`src/common/noc_pkg.sv`:
```
`default_nettype none

package noc_pkg;

    // Link field widths
    localparam int data_width = 32;
    localparam int addr_width = 4;
    localparam int len_width  = 4;
    localparam int drop_width = 16;

    // Flit buffer sizing
    localparam int fifo_depth     = 4;
    localparam int fifo_ptr_width = $clog2(fifo_depth);
    localparam int fifo_cnt_width = $clog2(fifo_depth + 1);

    // Sender FSM
    typedef enum logic [0:0] {
        idle = 1'b0,
        send = 1'b1
    } sender_state_t;

    // One 41-bit beat on the stream
    typedef struct packed {
        logic [data_width-1:0] data;
        logic                  last;
        logic [addr_width-1:0] dest;
        logic [addr_width-1:0] src;
    } flit_t;

    // Send request from the user side
    typedef struct packed {
        logic [data_width-1:0] first_data;
        logic [len_width-1:0]  length;
        logic [addr_width-1:0] dest;
    } pkt_req_t;

    // Per-packet report from the receiver
    typedef struct packed {
        logic [addr_width-1:0] src;
        logic [addr_width-1:0] dest;
        logic [len_width-1:0]  length;
        logic [data_width-1:0] first_data;
        logic [data_width-1:0] checksum;
    } pkt_summary_t;

endpackage

`default_nettype wire
```
`src/logic/noc_link_top.sv`:
```
`timescale 1ns/1ps
`default_nettype none

module noc_link_top
    import noc_pkg::*;
(
    input  logic                  clk,
    input  logic                  reset,
    input  logic                  send_packet,
    input  pkt_req_t              req,
    input  logic [addr_width-1:0] my_router_addr,
    input  logic [addr_width-1:0] rx_router_addr,
    input  logic                  rx_stall,
    output logic                  packet_done,
    output logic                  packet_received,
    output pkt_summary_t          summary,
    output logic [drop_width-1:0] drop_count
);

    // Sender to buffer
    flit_t tx_flit;
    logic  tx_valid;
    logic  tx_ready;

    // Buffer to receiver
    flit_t rx_flit;
    logic  rx_valid;
    logic  rx_ready;

    noc_sender i_sender (
        .clk            (clk),
        .reset          (reset),
        .send_packet    (send_packet),
        .req            (req),
        .my_router_addr (my_router_addr),
        .packet_done    (packet_done),
        .tx_flit        (tx_flit),
        .tx_valid       (tx_valid),
        .tx_ready       (tx_ready)
    );

    flit_fifo i_fifo (
        .clk       (clk),
        .reset     (reset),
        .in_flit   (tx_flit),
        .in_valid  (tx_valid),
        .in_ready  (tx_ready),
        .out_flit  (rx_flit),
        .out_valid (rx_valid),
        .out_ready (rx_ready)
    );

    noc_receiver i_receiver (
        .clk             (clk),
        .reset           (reset),
        .rx_flit         (rx_flit),
        .rx_valid        (rx_valid),
        .rx_ready        (rx_ready),
        .rx_stall        (rx_stall),
        .rx_router_addr  (rx_router_addr),
        .packet_received (packet_received),
        .summary         (summary),
        .drop_count      (drop_count)
    );

endmodule

`default_nettype wire

```
`src/noc_receiver/noc_receiver.sv`:
```
`timescale 1ns/1ps
`default_nettype none

module noc_receiver
    import noc_pkg::*;
(
    input  logic                  clk,
    input  logic                  reset,

    // Stream slave
    input  flit_t                 rx_flit,
    input  logic                  rx_valid,
    output logic                  rx_ready,

    // Back-pressure and local address
    input  logic                  rx_stall,
    input  logic [addr_width-1:0] rx_router_addr,

    // Report
    output logic                  packet_received,
    output pkt_summary_t          summary,
    output logic [drop_width-1:0] drop_count
);

    // High after the first flit of a packet until its last one
    logic         in_packet;
    pkt_summary_t cur;
    pkt_summary_t next_sum;

    logic accept;
    logic addr_match;

    assign rx_ready   = !rx_stall;
    assign accept     = rx_valid && rx_ready;
    assign addr_match = (next_sum.dest == rx_router_addr);

    // Running summary including the flit on the bus
    always_comb begin
        next_sum = cur;
        if (!in_packet) begin
            // Header fields come from the first flit
            next_sum.src        = rx_flit.src;
            next_sum.dest       = rx_flit.dest;
            next_sum.first_data = rx_flit.data;
            next_sum.length     = len_width'(1);
            next_sum.checksum   = rx_flit.data;
        end else begin
            next_sum.length   = cur.length + 1'b1;
            next_sum.checksum = cur.checksum + rx_flit.data;
        end
    end

    always_ff @(posedge clk or posedge reset) begin
        if (reset) begin
            in_packet       <= 1'b0;
            packet_received <= 1'b0;
            drop_count      <= '0;
        end else begin
            packet_received <= 1'b0;
            if (accept) begin
                in_packet <= !rx_flit.last;
                if (rx_flit.last) begin
                    if (addr_match) begin
                        packet_received <= 1'b1;
                    end else begin
                        drop_count <= drop_count + 1'b1;
                    end
                end
            end
        end
    end

    // Accumulator and the reported summary
    always_ff @(posedge clk) begin
        if (accept) begin
            cur <= next_sum;
        end
        if (accept && rx_flit.last && addr_match) begin
            summary <= next_sum;
        end
    end

    // One report per packet
    a_single_pulse: assert property (
        @(posedge clk) disable iff (reset)
        packet_received |=> !packet_received
    );

endmodule

`default_nettype wire

```
`src/logic/flit_fifo.sv`:
```
`timescale 1ns/1ps
`default_nettype none

module flit_fifo
    import noc_pkg::*;
(
    input  logic  clk,
    input  logic  reset,

    // Write side
    input  flit_t in_flit,
    input  logic  in_valid,
    output logic  in_ready,

    // Read side
    output flit_t out_flit,
    output logic  out_valid,
    input  logic  out_ready
);

    flit_t mem [fifo_depth];

    logic [fifo_ptr_width-1:0] wr_ptr;
    logic [fifo_ptr_width-1:0] rd_ptr;
    logic [fifo_cnt_width-1:0] count;

    logic full;
    logic wr_en;
    logic rd_en;

    function automatic logic [fifo_ptr_width-1:0] next_ptr(
        input logic [fifo_ptr_width-1:0] ptr
    );
        if (ptr == fifo_ptr_width'(fifo_depth - 1)) begin
            return '0;
        end
        return ptr + 1'b1;
    endfunction

    assign full = (count == fifo_cnt_width'(fifo_depth));

    // A full buffer still takes a flit when one leaves in the same cycle
    assign in_ready  = !full || out_ready;
    assign out_valid = (count != '0);
    assign out_flit  = mem[rd_ptr];

    assign wr_en = in_valid && in_ready;
    assign rd_en = out_valid && out_ready;

    always_ff @(posedge clk or posedge reset) begin
        if (reset) begin
            wr_ptr <= '0;
            rd_ptr <= '0;
            count  <= '0;
        end else begin
            if (wr_en) begin
                wr_ptr <= next_ptr(wr_ptr);
            end
            if (rd_en) begin
                rd_ptr <= next_ptr(rd_ptr);
            end
            case ({wr_en, rd_en})
                2'b10:   count <= count + 1'b1;
                2'b01:   count <= count - 1'b1;
                default: count <= count;
            endcase
        end
    end

    // Storage
    always_ff @(posedge clk) begin
        if (wr_en) begin
            mem[wr_ptr] <= in_flit;
        end
    end

    a_count_bound: assert property (
        @(posedge clk) disable iff (reset)
        count <= fifo_cnt_width'(fifo_depth)
    );

    a_no_overflow: assert property (
        @(posedge clk) disable iff (reset)
        wr_en && full |-> rd_en
    );

endmodule

`default_nettype wire

```
`src/noc_sender/noc_sender.sv`:
```
`timescale 1ns/1ps
`default_nettype none

module noc_sender
    import noc_pkg::*;
(
    input  logic                  clk,
    input  logic                  reset,

    // Command side
    input  logic                  send_packet,
    input  pkt_req_t              req,
    input  logic [addr_width-1:0] my_router_addr,
    output logic                  packet_done,

    // Stream master
    output flit_t                 tx_flit,
    output logic                  tx_valid,
    input  logic                  tx_ready
);

    sender_state_t        state;
    logic [len_width-1:0] flits_left;

    logic take;
    logic advance;
    logic finish;

    // Zero length requests are dropped here
    assign take = (state == idle) && send_packet && (req.length != '0);

    // Accepted beat splits on the last flag
    assign advance = (state == send) && tx_ready && !tx_flit.last;
    assign finish  = (state == send) && tx_ready && tx_flit.last;

    assign tx_valid    = (state == send);
    assign packet_done = (state == idle);

    // FSM and remaining flit count
    always_ff @(posedge clk or posedge reset) begin
        if (reset) begin
            state      <= idle;
            flits_left <= '0;
        end else begin
            case (state)
                idle: begin
                    if (take) begin
                        state      <= send;
                        flits_left <= req.length - 1'b1;
                    end
                end
                send: begin
                    if (finish) begin
                        state <= idle;
                    end else if (advance) begin
                        flits_left <= flits_left - 1'b1;
                    end
                end
                default: begin
                    state <= idle;
                end
            endcase
        end
    end

    // Flit payload holds the running data word
    always_ff @(posedge clk) begin
        if (take) begin
            tx_flit.data <= req.first_data;
            tx_flit.last <= (req.length == len_width'(1));
            tx_flit.dest <= req.dest;
            tx_flit.src  <= my_router_addr;
        end else if (advance) begin
            tx_flit.data <= tx_flit.data + 1'b1;
            // Next beat is final when one remains after it
            tx_flit.last <= (flits_left == len_width'(1));
        end
    end

    // A stalled beat stays put
    a_hold_when_stalled: assert property (
        @(posedge clk) disable iff (reset)
        tx_valid && !tx_ready |=> tx_valid && $stable(tx_flit)
    );

    // Final beat closes the burst
    a_last_ends_burst: assert property (
        @(posedge clk) disable iff (reset)
        tx_valid && tx_ready && tx_flit.last |=> !tx_valid
    );

    // Any other accepted beat is followed by more of the same packet
    a_no_early_end: assert property (
        @(posedge clk) disable iff (reset)
        tx_valid && tx_ready && !tx_flit.last |=> tx_valid && $stable(tx_flit.dest)
    );

endmodule

`default_nettype wire

```
`config.mk`:
```
export PLATFORM = sky130hd
export DESIGN_NAME = noc_link_top
export DESIGN_NICKNAME = d
export VERILOG_FILES = /design/src/common/noc_pkg.sv /design/src/logic/noc_link_top.sv /design/src/noc_receiver/noc_receiver.sv /design/src/logic/flit_fifo.sv /design/src/noc_sender/noc_sender.sv
export SDC_FILE = /design/constraint.sdc
export NUM_CORES = 1
export LEC_CHECK = 0
export CAP_MARGIN = 20
export CORE_ASPECT_RATIO = 1.4
export CORE_UTILIZATION = 55
export CTS_BUF_LIST = sky130_fd_sc_hd__clkbuf_8
export CTS_CLUSTER_DIAMETER = 40
export DETAILED_ROUTE_END_ITERATION = 8
export DONT_BUFFER_PORTS = 1
export PLACE_DENSITY = 0.7
export REMOVE_ABC_BUFFERS = 1
export SYNTH_ARGS = -nofsm -noshare
export SYNTH_HDL_FRONTEND = slang
export SYNTH_SLANG_ARGS = --single-unit
```
`constraint.sdc`:
```
create_clock -name clk -period 17.2 [get_ports clk]
set_input_delay 4.3 -clock clk [delete_from_list [all_inputs] [get_ports clk]]
set_output_delay 4.3 -clock clk [all_outputs]
set_load 0.005 [all_outputs]
```
==> flow_metrics.py, run 1 <==
metrics = {
    "status": {
        "result_of_the_run": "completed",
    },
    "critical_path": {
        "worstPathMaxFanout": 48,
        "timing.critical_path.to_type": "flip-flop",
        "critPathMaxStageDelay_ns": 0.58,
        "critPathRequiredTime_ns": 17.42,
        "critPathSlowestCell": "sky130_fd_sc_hd__buf_4",
        "critical_path.n_buffers_inverters": 3,
        "path_cells": "nor2_4 -> buf_4 -> nand2_1 -> nor4_2 -> buf_4 -> buf_4",
        "worst-endpoint-arrival_ns": 6.60,
        "crit_type": "input pin to flip-flop",
        "path_common_cell": "sky130_fd_sc_hd__buf_4",
        "critical_path.startpoint_type": "input pin",
        "worst_path_dominant_cell_family": "buffers and inverters",
    },
    "routing": {
        "top_layer": "met4",
        "drt_drc_violations_left": 0,
        "detail_route.wl_per_cell_um": 19.4,
        "route.vias.total": 9107,
        "drt_iter0_markers": 458,
        "detail_route.vias_per_cell": 5.76,
        "met2_wire_length_um": 15200,
        "total_length_of_routed_met3_wires_um": 1940,
        "detail_route.wirelength.met1_um": 12700,
        "detail_route.wirelength_um": 30700,
        "route.antenna.remaining_nets": 0,
        "first_pass_iters": 5,
    },
    "sta": {
        "tightest_slew_ns": 0.750,
        "layout_worst_path_cycle_share_pct": 37.1,
        "finalSetupViolCount": 0,
        "timing.final.max_slew_violations": 0,
        "fmax_mhz": 157,
        "tns_ns": 0,
        "fin_worst_skew_ns": 0.0119,
        "grt_setup_unrepaired": "no",
        "timing.final.crit_period_ns": 6.38,
        "holdWs_ns": 0.498,
        "report.final.hold_viol_count": 0,
        "timing.max_slew.rel_slack_pct": 50.0,
    },
    "clock_network": {
        "cts.repair_timing.setup_buffer_count": 0,
        "num_cts_buffers": 54,
        "postCtsResizedCells": 0,
        "cts-root-buf": "sky130_fd_sc_hd__clkbuf_8",
        "holdBufCountCts": 0,
        "clock_tree.htree_level_count": 2,
        "clock_tree_from_tritoncts": "yes",
        "cts_buffer_depth": 3,
        "clock_insertion_delay_worst_skew_ns": 0.59,
        "cts.sink_count": 387,
        "clk_pin_slew_ns": 0.06,
    },
    "synth": {
        "yosysWarnings": 0,
        "synth_compound_area_share_pct": 6.17,
        "synth-edff-count": 357,
        "synth_flop_cell": "sky130_fd_sc_hd__edfxtp_1",
        "synthMuxAreaShare_pct": 6.24,
        "sequential_fraction_of_the_synthesis_area_pct": 69.1,
        "synthCells": 1125,
        "synthDistinctLibCells": 58,
        "largest_family_of_logic_cells_by_synthesized_area": "simple AND/OR/NAND/NOR gates",
        "yosys.area_share.simple_pct": 8.81,
        "synth-seq-cells": 387,
        "synth_adder_area_share_pct": 3.63,
        "ffs_w_async_s_r_synth_pct": 7.75,
        "synth_xor_area_share_pct": 4.42,
        "post_synth.cell_area_avg_um2": 14.8,
        "synthesis.area_mm2": 0.0166,
    },
    "min_path": {
        "min-delay-path-class": "flip-flop to flip-flop",
    },
    "global_route": {
        "global_route.overflow_total": 0,
        "grt_pass1_wl_um": 49200,
        "pin_count_of_the_biggest_net_entering_global_routing": 78,
        "grt_antenna_before_repair": 4,
        "global_route.usage.total_pct": 20.7,
        "first_global_vias": 9288,
    },
    "flow_run": {
        "max-cap-violations": 0,
    },
    "final_layout": {
        "final_area_mm2": 0.0181,
        "drive_above_1_share_pct": 13.4,
        "nets": 1255,
        "area_delta_synth_final_pct": 9.16,
    },
    "die": {
        "pin_count": 146,
        "start_util_pct": 56.4,
        "die_y_um": 208,
        "core_outline_area_mm2": 0.0294,
        "design.die.area_mm2": 0.0309,
        "floorplan.die.width_um": 149,
        "core.rowCount": 74,
    },
    "placed_design": {
        "gp_routability_congestion": 0.852,
        "dpl_cell_area_mm2": 0.0171,
        "dp_hpwl_um": 19900,
        "portBuffers": 0,
    },
    "power_and_ir_drop": {
        "power.density_cell_area_mw_per_mm2": 222,
        "vdd.ir_drop.worst_v": 0.000183,
        "static-leakage-power_nw": 6.48,
    },
}
-- worst paths after layout --
check / cells past startpoint / start / endpoint / slack [ns]
min in group asynchronous: 2 / reset / i_receiver.drop_count[12]$_DFFE_PP0P_ / 3.68
max in group asynchronous: 2 / reset / i_fifo.rd_ptr[1]$_DFFE_PP0P_ / 13.22
worst min register to register: 0 / i_sender.tx_flit[4]$_DFFE_PP_ / i_fifo.mem[0][4]$_DFFE_PP_ / 0.50
worst max-delay path: 6 / rx_stall / i_receiver.summary[31]$_DFFE_PP_ / 10.82
worst max register to register: 13 / i_fifo.rd_ptr[0]$_DFFE_PP0P_ / i_receiver.summary[26]$_DFFE_PP_ / 12.02
worst min-delay path: 0 / i_sender.tx_flit[4]$_DFFE_PP_ / i_fifo.mem[0][4]$_DFFE_PP_ / 0.50
-- layer usage --
layer	vias up	global-route usage (%)
met2	262	33.9
met4	0	8.73
met1	4473	26.1
li1	4312	-
met3	60	5.52
met5	-	0
-- layout by cell type (no fill, tap or decap), drive strengths merged, types with 3 or more instances in the layout --
| cell type | instances |
|---|---|
| nor3 | 10 |
| o21bai | 9 |
| o21a | 5 |
| nand2b | 5 |
| clkbuf | 62 |
| xnor2 | 47 |
| nor2b | 4 |
| nand3 | 24 |
| ha | 45 |
| nand2 | 191 |
| nor2 | 32 |
| and3 | 9 |
| diode | 4 |
| nand4 | 22 |
| mux2i | 3 |
| o211ai | 6 |
| a31oi | 10 |
| xor2 | 36 |
| a21o | 14 |
| clkinvlp | 3 |
| inv | 47 |
| o21ai | 71 |
| edfxtp | 357 |
| nor4 | 4 |
| a21boi | 3 |
| dfrtp | 30 |
| buf | 15 |
| o2111ai | 3 |
| or2 | 4 |
| mux2 | 7 |
| a21oi | 36 |
| and4 | 4 |
| and2 | 6 |
| mux4 | 41 |
| clkinv | 11 |
-- cells by family (layout without fill, tap and decap cells) --
family,count (synthesis),in the layout
AO/OA/AOI/OAI,171,171
XOR/XNOR,83,83
adder cells (fa/ha/maj),47,47
buffers and inverters,67,139
flip-flops,387,387
multiplexers,51,51
other,0,4
AND/OR/NAND/NOR,319,319
-- worst reg2reg max path: stages (launching register included) --
cell,delay (ns)
sky130_fd_sc_hd__dfrtp_2,0.66
sky130_fd_sc_hd__buf_4,0.62
sky130_fd_sc_hd__mux4_2,0.62
sky130_fd_sc_hd__ha_1,0.24
sky130_fd_sc_hd__fa_1,0.42
sky130_fd_sc_hd__a21oi_1,0.22
sky130_fd_sc_hd__o21ai_0,0.20
sky130_fd_sc_hd__a211o_1,0.36
sky130_fd_sc_hd__a21oi_1,0.17
sky130_fd_sc_hd__o21a_1,0.20
sky130_fd_sc_hd__o21ai_0,0.14
sky130_fd_sc_hd__a31oi_1,0.59
sky130_fd_sc_hd__o21a_1,0.25
sky130_fd_sc_hd__o311ai_0,0.19
-- sequential cells by signal, summed over array words and instances (netlist names) --
name,cells
i_sender.tx_flit,41
i_receiver.packet_received,1
i_fifo.count,3
i_receiver.cur,76
i_fifo.wr_ptr,2
i_sender.flits_left,4
i_fifo.mem,164
i_fifo.rd_ptr,2
i_receiver.summary,76
i_sender.tx_valid,1
i_receiver.drop_count,16
i_receiver.in_packet,1
-- per-stage QoR --
step | total power, W | util, % | setup WS, ns | instances
floorplan | 0.00294 | - | 0.679 | 1085
global placement | 0.00332 | 57.9 | 10.25 | 1479
detailed placement | 0.00336 | 57.9 | 10.18 | 1479
global route | 0.00431 | 61.5 | 10.64 | 1581
CTS | 0.00404 | 61.4 | 10.81 | 1576
finish | 0.00402 | 61.5 | 10.82 | 1581
-- report_power, final --
group	internal, W	switching (W)
clock network	0.000344	0.000327
registers	0.00157	0.000182
logic	0.000633	0.000961
-- cell type report --
| class | count | area, um2 |
|---|---|---|
| flip-flops and latches | 387 | 11500 |
| fillers | 2249 | 11300 |
| multi-input cells | 671 | 4900 |
| clock buffers | 62 | 853 |
| well taps | 380 | 475 |
| clock inverters | 35 | 179 |
| repair buffers | 15 | 125 |
| inverters | 27 | 101 |
| diodes | 4 | 10.0 |
-- synthesized netlist by cell type (6+ instances only) --
cell                       count  area share [%]
sky130_fd_sc_hd__nor2_1       31            0.70
sky130_fd_sc_hd__clkbuf_1     29            0.66
sky130_fd_sc_hd__a31oi_1       9            0.34
sky130_fd_sc_hd__inv_1        27            0.61
sky130_fd_sc_hd__buf_1         7            0.16
sky130_fd_sc_hd__mux2_2        6            0.41
sky130_fd_sc_hd__xor2_1       35             1.8
sky130_fd_sc_hd__nand2_1     191             4.3
sky130_fd_sc_hd__dfrtp_1      30             4.5
sky130_fd_sc_hd__a21o_1       14            0.63
sky130_fd_sc_hd__mux4_2       41             5.6
sky130_fd_sc_hd__ha_1         45             3.4
sky130_fd_sc_hd__nand3_1      23            0.69
sky130_fd_sc_hd__and2_1        6            0.23
sky130_fd_sc_hd__a21oi_1      36             1.1
sky130_fd_sc_hd__edfxtp_1    357              65
sky130_fd_sc_hd__and3_1        8            0.30
sky130_fd_sc_hd__o21ai_0      71             2.1
sky130_fd_sc_hd__o211ai_1      6            0.27
sky130_fd_sc_hd__nor3_1        9            0.27
sky130_fd_sc_hd__nand4_1      20            0.75
sky130_fd_sc_hd__xnor2_1      47             2.5
sky130_fd_sc_hd__o21bai_1      9            0.41
Note: power is estimated with default switching activity, not from simulation.
==> inputs of run 2 (changes only) <==
--- a/config.mk
+++ b/config.mk
@@ -5,6 +5,7 @@
 export SDC_FILE = /design/constraint.sdc
 export NUM_CORES = 1
 export LEC_CHECK = 0
+export ABC_AREA = 1
 export CAP_MARGIN = 20
 export CORE_ASPECT_RATIO = 1.4
 export CORE_UTILIZATION = 55
@@ -12,7 +13,7 @@
 export CTS_CLUSTER_DIAMETER = 40
 export DETAILED_ROUTE_END_ITERATION = 8
 export DONT_BUFFER_PORTS = 1
-export PLACE_DENSITY = 0.7
+export PLACE_DENSITY = 0.73
 export REMOVE_ABC_BUFFERS = 1
 export SYNTH_ARGS = -nofsm -noshare
 export SYNTH_HDL_FRONTEND = slang
==> constraint.sdc (replaced) <==
create_clock -name clk -period 5.6 [get_ports clk]
set_input_delay 1.4 -clock clk [delete_from_list [all_inputs] [get_ports clk]]
set_output_delay 1.4 -clock clk [all_outputs]
set_load 0.005 [all_outputs]
==> run 2 against run 1 <==
  * Register-to-register slack worse by 10 ns
  * Worst hold slack worse by 0.014 ns
  * Via count up 33%
  * Sequential share of layout area down 4.1 points
  * Highest routed layer unchanged
  * Design area up 6.9%
  * Non-clock buffer count up 5
  * Area after synthesis up 7.1%
  * Sequential cell count unchanged
  * Core utilization down 0.44 points
==> flow_metrics.py, run 2 <==
metrics = {
    "final_layout": {
        "area_delta_synth_final_pct": 8.93,
        "largest_register_ff_count": 164,
        "n_antenna_cell": 0,
        "final_common_cell": "sky130_fd_sc_hd__nand2_1",
        "max_flop_register": "i_fifo.mem",
        "nets": 1843,
        "most-common-layout-cells": "sky130_fd_sc_hd__nand2_1 (486), sky130_fd_sc_hd__edfxtp_1 (357), sky130_fd_sc_hd__nor2_1 (168), sky130_fd_sc_hd__inv_1 (159), sky130_fd_sc_hd__o21ai_0 (119)",
        "final.fill_count": 2553,
        "drive_above_1_share_pct": 6.76,
        "biggestRegsByFlops": "i_fifo.mem x164, i_receiver.cur x76, i_receiver.summary x76",
    },
    "sta": {
        "fmax_mhz": 275,
        "timing.max_slew.rel_slack_pct": 37.2,
        "finalSetupViolCount": 0,
        "tns_ns": 0,
        "grt_setup_unrepaired": "no",
        "timing.final.max_slew_violations": 0,
        "report.final.hold_viol_count": 0,
        "tightest_slew_ns": 0.939,
        "timing.final.crit_period_ns": 3.63,
        "holdWs_ns": 0.484,
        "fin_worst_skew_ns": 0.0165,
        "layout_worst_path_cycle_share_pct": 64.9,
    },
    "power_and_ir_drop": {
        "power.density_cell_area_mw_per_mm2": 704,
        "static-leakage-power_nw": 7.84,
        "comb_power_share_pct": 44.2,
        "switching_share_pct": 43.0,
        "part_of_the_power_in_registers_pct": 40.1,
        "power.clock.fraction_pct": 15.7,
        "net-switching-power_w": 0.00586,
        "vdd.ir_drop.worst_v": 0.000343,
        "power_report.internal_total_w": 0.00778,
    },
    "routing": {
        "route.vias.total": 12089,
        "route.antenna.remaining_nets": 0,
        "detail_route.wirelength_um": 39400,
        "drt_drc_violations_left": 0,
        "first_pass_iters": 5,
        "drt_iter0_markers": 723,
        "detail_route.vias_per_cell": 5.53,
        "detail_route.wl_per_cell_um": 18.0,
    },
    "die": {
        "core_outline_area_mm2": 0.0317,
        "core.rowCount": 77,
        "start_util_pct": 56.1,
        "floorplan.die.width_um": 154,
        "die_y_um": 215,
        "design.die.area_mm2": 0.0331,
        "pin_count": 146,
    },
    "synth": {
        "synth_flop_cell": "sky130_fd_sc_hd__edfxtp_1",
        "synthesis.area_mm2": 0.0178,
        "synth-edff-count": 357,
        "post_synth.cell_area_avg_um2": 10.4,
        "synth_top_cells_by_area": "sky130_fd_sc_hd__edfxtp_1 (60%), sky130_fd_sc_hd__nand2_1 (10%), sky130_fd_sc_hd__dfrtp_1 (4.2%)",
        "synthCells": 1714,
        "sequential_fraction_of_the_synthesis_area_pct": 64.5,
        "yosysWarnings": 0,
        "synth-seq-cells": 387,
        "yosys-top-cells-count": "sky130_fd_sc_hd__nand2_1 (486), sky130_fd_sc_hd__edfxtp_1 (357), sky130_fd_sc_hd__nor2_1 (173)",
        "ffs_w_async_s_r_synth_pct": 7.75,
        "synth_largest_area_cell": "sky130_fd_sc_hd__edfxtp_1",
        "synthDistinctLibCells": 41,
        "synth.most_common_cell": "sky130_fd_sc_hd__nand2_1",
        "synth_top_area_share_pct": 60.3,
    },
    "global_route": {
        "pin_count_of_the_biggest_net_entering_global_routing": 85,
        "global_route.usage.total_pct": 24.5,
        "first_global_vias": 12203,
        "global_route.overflow_total": 0,
        "grt_pass1_wl_um": 63200,
        "grt_antenna_before_repair": 0,
    },
    "clock_network": {
        "holdBufCountCts": 0,
        "clk_pin_slew_ns": 0.06,
        "cts.sink_count": 387,
        "clock_tree_from_tritoncts": "yes",
        "cts-root-buf": "sky130_fd_sc_hd__clkbuf_8",
        "postCtsResizedCells": 0,
        "clock_insertion_delay_worst_skew_ns": 0.61,
        "clock_tree.htree_level_count": 2,
        "cts.repair_timing.setup_buffer_count": 0,
        "num_cts_buffers": 57,
        "cts_buffer_depth": 3,
    },
    "critical_path": {
        "worst-endpoint-arrival_ns": 3.99,
        "crit_type": "flip-flop to flip-flop",
        "critical_path.startpoint_type": "flip-flop",
        "critPathRequiredTime_ns": 5.96,
        "worstPathMaxFanout": 84,
        "timing.critical_path.to_type": "flip-flop",
    },
    "placed_design": {
        "gp_routability_congestion": 0.928,
        "portBuffers": 0,
        "dp_hpwl_um": 27300,
    },
    "flow_run": {
        "max-cap-violations": 0,
    },
    "status": {
        "result_of_the_run": "completed",
    },
    "min_path": {
        "min-delay-path-class": "flip-flop to flip-flop",
    },
}
## run 2: changes by cell type in the layout (fill, tap and decap cells not counted), sizes merged, moves of 8 or more
cell,delta
nand3,+84
and3,-8
nor3,+8
nor2,+143
clkinv,+17
nand2,+299
o22ai,+29
nand4,-14
xnor2,-19
o21ai,+53
xor2,-17
a21o,-14
inv,+120
mux4,-41
## run 2: power groups by stage
stage	Combinational (W)	Clock, W	Sequential [W]
2_1_floorplan	0.00418	0	0.00543
3_3_place_gp	0.00584	0	0.00548
3_5_place_dp	0.00600	0	0.00552
4_1_cts	0.00603	0.00219	0.00548
5_1_grt	0.00684	0.00230	0.00558
6_report	0.00603	0.00214	0.00547
## run 2: cell type report
cell class / count / area [um2] / share of cell area [%]
inverter: 152 / 571 / 2.95
timing repair buffer: 20 / 188 / 0.969
clock inverter: 47 / 272 / 1.40
sequential: 387 / 11500 / 59.2
clock buffer: 58 / 798 / 4.12
tap: 395 / 494 / 2.55
multi-input combinational: 1126 / 5570 / 28.8
## run 2: routing by layer
metal  vias up  GRT usage, %  share of wire [%]
met5         -             0                  0
met4         0          10.5                3.5
met3        86          4.42                4.9
met2       338          43.9                 51
met1      5753          28.8                 40
li1       5912             -                  -
## run 2: critical path, stage by stage, from the launching register on
cell and delay [ns]:
sky130_fd_sc_hd__dfrtp_2 0.36, sky130_fd_sc_hd__buf_4 0.65, sky130_fd_sc_hd__o21ai_0 0.22, sky130_fd_sc_hd__o22ai_1 0.38
sky130_fd_sc_hd__fa_1 0.28, sky130_fd_sc_hd__nand2_1 0.12, sky130_fd_sc_hd__o21ai_0 0.50, sky130_fd_sc_hd__nand3_1 0.14
sky130_fd_sc_hd__nand3b_1 0.24, sky130_fd_sc_hd__nand2_1 0.15, sky130_fd_sc_hd__nand2_1 0.10, sky130_fd_sc_hd__nand2_1 0.05
sky130_fd_sc_hd__nand3_1 0.06, sky130_fd_sc_hd__nand2_1 0.07
## run 2: cells by family (layout without fill, tap and decap cells)
| family | after synthesis | in the layout | share of synthesized area (%) |
|---|---|---|---|
| flops | 387 | 387 | 64.5 |
| fa+ha+maj | 47 | 47 | 3.39 |
| compound gates | 216 | 216 | 6.66 |
| xor+xnor | 47 | 47 | 2.32 |
| simple gates | 816 | 816 | 18.7 |
| buf+inv | 201 | 277 | 4.44 |
## run 2: through the flow
| step | utilization [%] | total power, W | cell area (um2) | cells | setup slack, ns |
|---|---|---|---|---|---|
| 2_1_floorplan | - | 0.00961 | 17600 | 1665 | -2.30 |
| 3_3_place_gp | 57.6 | 0.0113 | 18300 | 2078 | 1.75 |
| 3_5_place_dp | 57.7 | 0.0115 | 18300 | 2080 | 1.64 |
| 4_1_cts | 61.1 | 0.0137 | 19400 | 2185 | 1.98 |
| 5_1_grt | 61.1 | 0.0147 | 19400 | 2185 | 1.68 |
| 6_report | 61.1 | 0.0136 | 19400 | 2185 | 1.97 |
## run 2: path summary, 6_finish.rpt
path,from,to,slack (ns),depth (start not counted)
min in group asynchronous,reset,i_receiver.drop_count[0]$_DFFE_PP0P_,0.77,2
worst min-delay path,i_sender.tx_flit[5]$_DFFE_PP_,i_fifo.mem[0][5]$_DFFE_PP_,0.48,0
worst max register to register,i_fifo.rd_ptr[0]$_DFFE_PP0P_,i_receiver.cur[28]$_DFFE_PP_,1.97,13
worst max-delay path,i_fifo.rd_ptr[0]$_DFFE_PP0P_,i_receiver.cur[28]$_DFFE_PP_,1.97,13
worst min register to register,i_sender.tx_flit[5]$_DFFE_PP_,i_fifo.mem[0][5]$_DFFE_PP_,0.48,0
max in group asynchronous,reset,i_fifo.rd_ptr[0]$_DFFE_PP0P_,4.51,2
==> inputs of run 3 (changes only) <==
==> constraint.sdc (replaced) <==
create_clock -name clk -period 3.32 [get_ports clk]
set_input_delay 0.83 -clock clk [delete_from_list [all_inputs] [get_ports clk]]
set_output_delay 0.83 -clock clk [all_outputs]
set_load 0.005 [all_outputs]
==> run 3 against run 2 <==
  * First-iteration DRC count down 7.3%
  * Worst setup slack got worse by 1.8 ns
  * Worst hold slack lost 0.21 ns
  * Highest routed layer unchanged
==> flow_metrics.py, run 3 (synthesis gave the netlist of run 2 again) <==
metrics = {
    "status": {
        "result_of_the_run": "completed",
    },
    "critical_path": {
        "path_common_cell": "sky130_fd_sc_hd__nand2_1",
        "crit_type": "flip-flop to flip-flop",
        "r2r.worst_path.cells": 14,
        "worstPathMaxFanout": 16,
        "path_cells": "inv_2 -> buf_4 -> o21ai_0 -> o22ai_1 -> ha_1 -> nand2_1 -> inv_1 -> nand2_1 -> nor3_1 -> nand3_1 -> nand3_1 -> nand2_1 -> nand3_1 -> nand2_1",
        "critPathRequiredTime_ns": 3.69,
        "critical_path.reg2reg.startpoint": "i_fifo.rd_ptr[0]$_DFFE_PP0P_",
        "worst-endpoint-arrival_ns": 3.56,
        "setup.reg_to_reg.worst_slack_ns": 0.12,
        "critPathSlowestCell": "sky130_fd_sc_hd__nor3_1",
        "critPathMaxStageDelay_ns": 0.57,
        "worstReg2RegEnd": "i_receiver.summary[24]$_DFFE_PP_",
        "timing.critical_path.to_type": "flip-flop",
        "critical_path.startpoint_type": "flip-flop",
    },
    "power_and_ir_drop": {
        "power.density_cell_area_mw_per_mm2": 1200,
        "static-leakage-power_nw": 8.00,
        "vdd.ir_drop.worst_v": 0.000744,
    },
    "final_layout": {
        "drive_above_1_share_pct": 8.05,
        "area_delta_synth_final_pct": 10.6,
        "final_common_cell": "sky130_fd_sc_hd__nand2_1",
        "most-common-layout-cells": "sky130_fd_sc_hd__nand2_1 (486), sky130_fd_sc_hd__edfxtp_1 (357), sky130_fd_sc_hd__nor2_1 (167), sky130_fd_sc_hd__inv_1 (163), sky130_fd_sc_hd__o21ai_0 (119)",
        "largest_register_ff_count": 164,
        "max_flop_register": "i_fifo.mem",
        "biggestRegsByFlops": "i_fifo.mem x164, i_receiver.cur x76, i_receiver.summary x76",
        "nets": 1853,
    },
    "sta": {
        "holdWs_ns": 0.279,
        "fin_worst_skew_ns": 0.0172,
        "tns_ns": 0,
        "report.final.hold_viol_count": 0,
        "timing.final.max_slew_violations": 0,
        "finalSetupViolCount": 0,
        "tightest_slew_ns": 0.905,
        "layout_worst_path_cycle_share_pct": 96.3,
        "timing.final.ws_setup_ns": 0.122,
        "timing.max_slew.rel_slack_pct": 39.4,
        "fmax_mhz": 313,
        "timing.final.crit_period_ns": 3.20,
        "grt_setup_unrepaired": "no",
    },
    "routing": {
        "detail_route.wirelength_um": 40700,
        "drt_drc_violations_left": 0,
        "drt_iter0_markers": 670,
        "route.vias.total": 12076,
        "first_pass_iters": 5,
        "detail_route.vias_per_cell": 5.49,
        "detail_route.wl_per_cell_um": 18.5,
        "route.antenna.remaining_nets": 0,
    },
    "global_route": {
        "grt_antenna_before_repair": 1,
        "grt_pass1_wl_um": 64500,
        "global_route.usage.total_pct": 25.4,
        "global_route.overflow_total": 0,
        "first_global_vias": 12269,
        "pin_count_of_the_biggest_net_entering_global_routing": 82,
    },
    "die": {
        "pin_count": 146,
        "core.rowCount": 77,
        "design.die.area_mm2": 0.0331,
        "start_util_pct": 56.1,
        "core_outline_area_mm2": 0.0317,
        "floorplan.die.width_um": 154,
        "die_y_um": 215,
    },
    "flow_run": {
        "max-cap-violations": 0,
    },
    "clock_network": {
        "cts-root-buf": "sky130_fd_sc_hd__clkbuf_8",
        "clk_pin_slew_ns": 0.06,
        "cts.sink_count": 387,
        "postCtsResizedCells": 1,
        "num_cts_buffers": 58,
        "cts_buffer_depth": 3,
        "clock_tree.htree_level_count": 2,
        "clock_tree_from_tritoncts": "yes",
        "clock_insertion_delay_worst_skew_ns": 0.63,
        "cts.repair_timing.setup_buffer_count": 0,
        "holdBufCountCts": 0,
    },
    "placed_design": {
        "place_worst_setup_slack_ns": -0.0460,
        "gp_routability_congestion": 0.907,
        "dp_hpwl_um": 27600,
        "portBuffers": 0,
    },
    "min_path": {
        "min-delay-path-class": "input pin to async pin",
    },
}
## run 3: cell types whose count changed in the layout (fill, tap and decap cells not counted), sizes merged
cell and delta:
bufinv +2, clkbuf +9, buf +9, diode +1, inv +4, clkinvlp -1
clkinv -11
## run 3: how the worst max path moves through the flow
stage / slack, ns / cells past startpoint / startpoint / endpoint
after CTS: 0.08 / 15 / i_fifo.rd_ptr[0]$_DFFE_PP0P_ / i_receiver.summary[31]$_DFFE_PP_
after global placement: -0.02 / 14 / i_fifo.rd_ptr[1]$_DFFE_PP0P_ / i_receiver.summary[31]$_DFFE_PP_
after floorplan: -4.01 / 3 / rx_stall / i_receiver.summary[0]$_DFFE_PP_
after global routing: 0.01 / 16 / i_fifo.rd_ptr[0]$_DFFE_PP0P_ / i_receiver.summary[22]$_DFFE_PP_
final: 0.12 / 14 / i_fifo.rd_ptr[0]$_DFFE_PP0P_ / i_receiver.summary[24]$_DFFE_PP_
after detailed placement: -0.05 / 14 / i_fifo.rd_ptr[1]$_DFFE_PP0P_ / i_receiver.cur[31]$_DFFE_PP_
## run 3: worst max-delay path: cells and delay by family, from the launching register on
kind	cells	cell delay, ns
buf+inv	3	0.56
compound gates	2	0.35
fa+ha+maj	1	0.26
simple gates	8	1.32
flops	1	0.44
## run 3: area by class of cell
type | instances | area [um2]
clock buffers | 67 | 922
diodes | 1 | 2.50
fillers | 2547 | 12000
repair buffers | 29 | 304
multi-input cells | 1126 | 5600
flip-flops and latches | 387 | 11500
clock inverters | 41 | 304
inverters | 152 | 571
well taps | 395 | 494
## run 3: metal layers
layer	track usage, %	wire length (um)	vias to the layer above
met2	44.3	20600	369
met3	4.54	2280	92
met1	30.4	16300	5691
met5	0	0	-
met4	11.7	1610	0
li1	-	-	5924
## run 3: power breakdown
part | switching [W] | internal [W]
combinational | 0.00720 | 0.00324
sequential | 0.000999 | 0.00825
clock | 0.00184 | 0.00218
total | 0.0100 | 0.0137
## run 3: per-stage QoR
stage | util [%] | power [W] | instance area (um2) | instances
global route | 62.0 | 0.0255 | 19700 | 2198
floorplan | - | 0.0162 | 17600 | 1665
global placement | 58.0 | 0.0194 | 18400 | 2088
CTS | 61.9 | 0.0238 | 19600 | 2196
finish | 62.0 | 0.0237 | 19700 | 2198
detailed placement | 58.0 | 0.0197 | 18400 | 2088
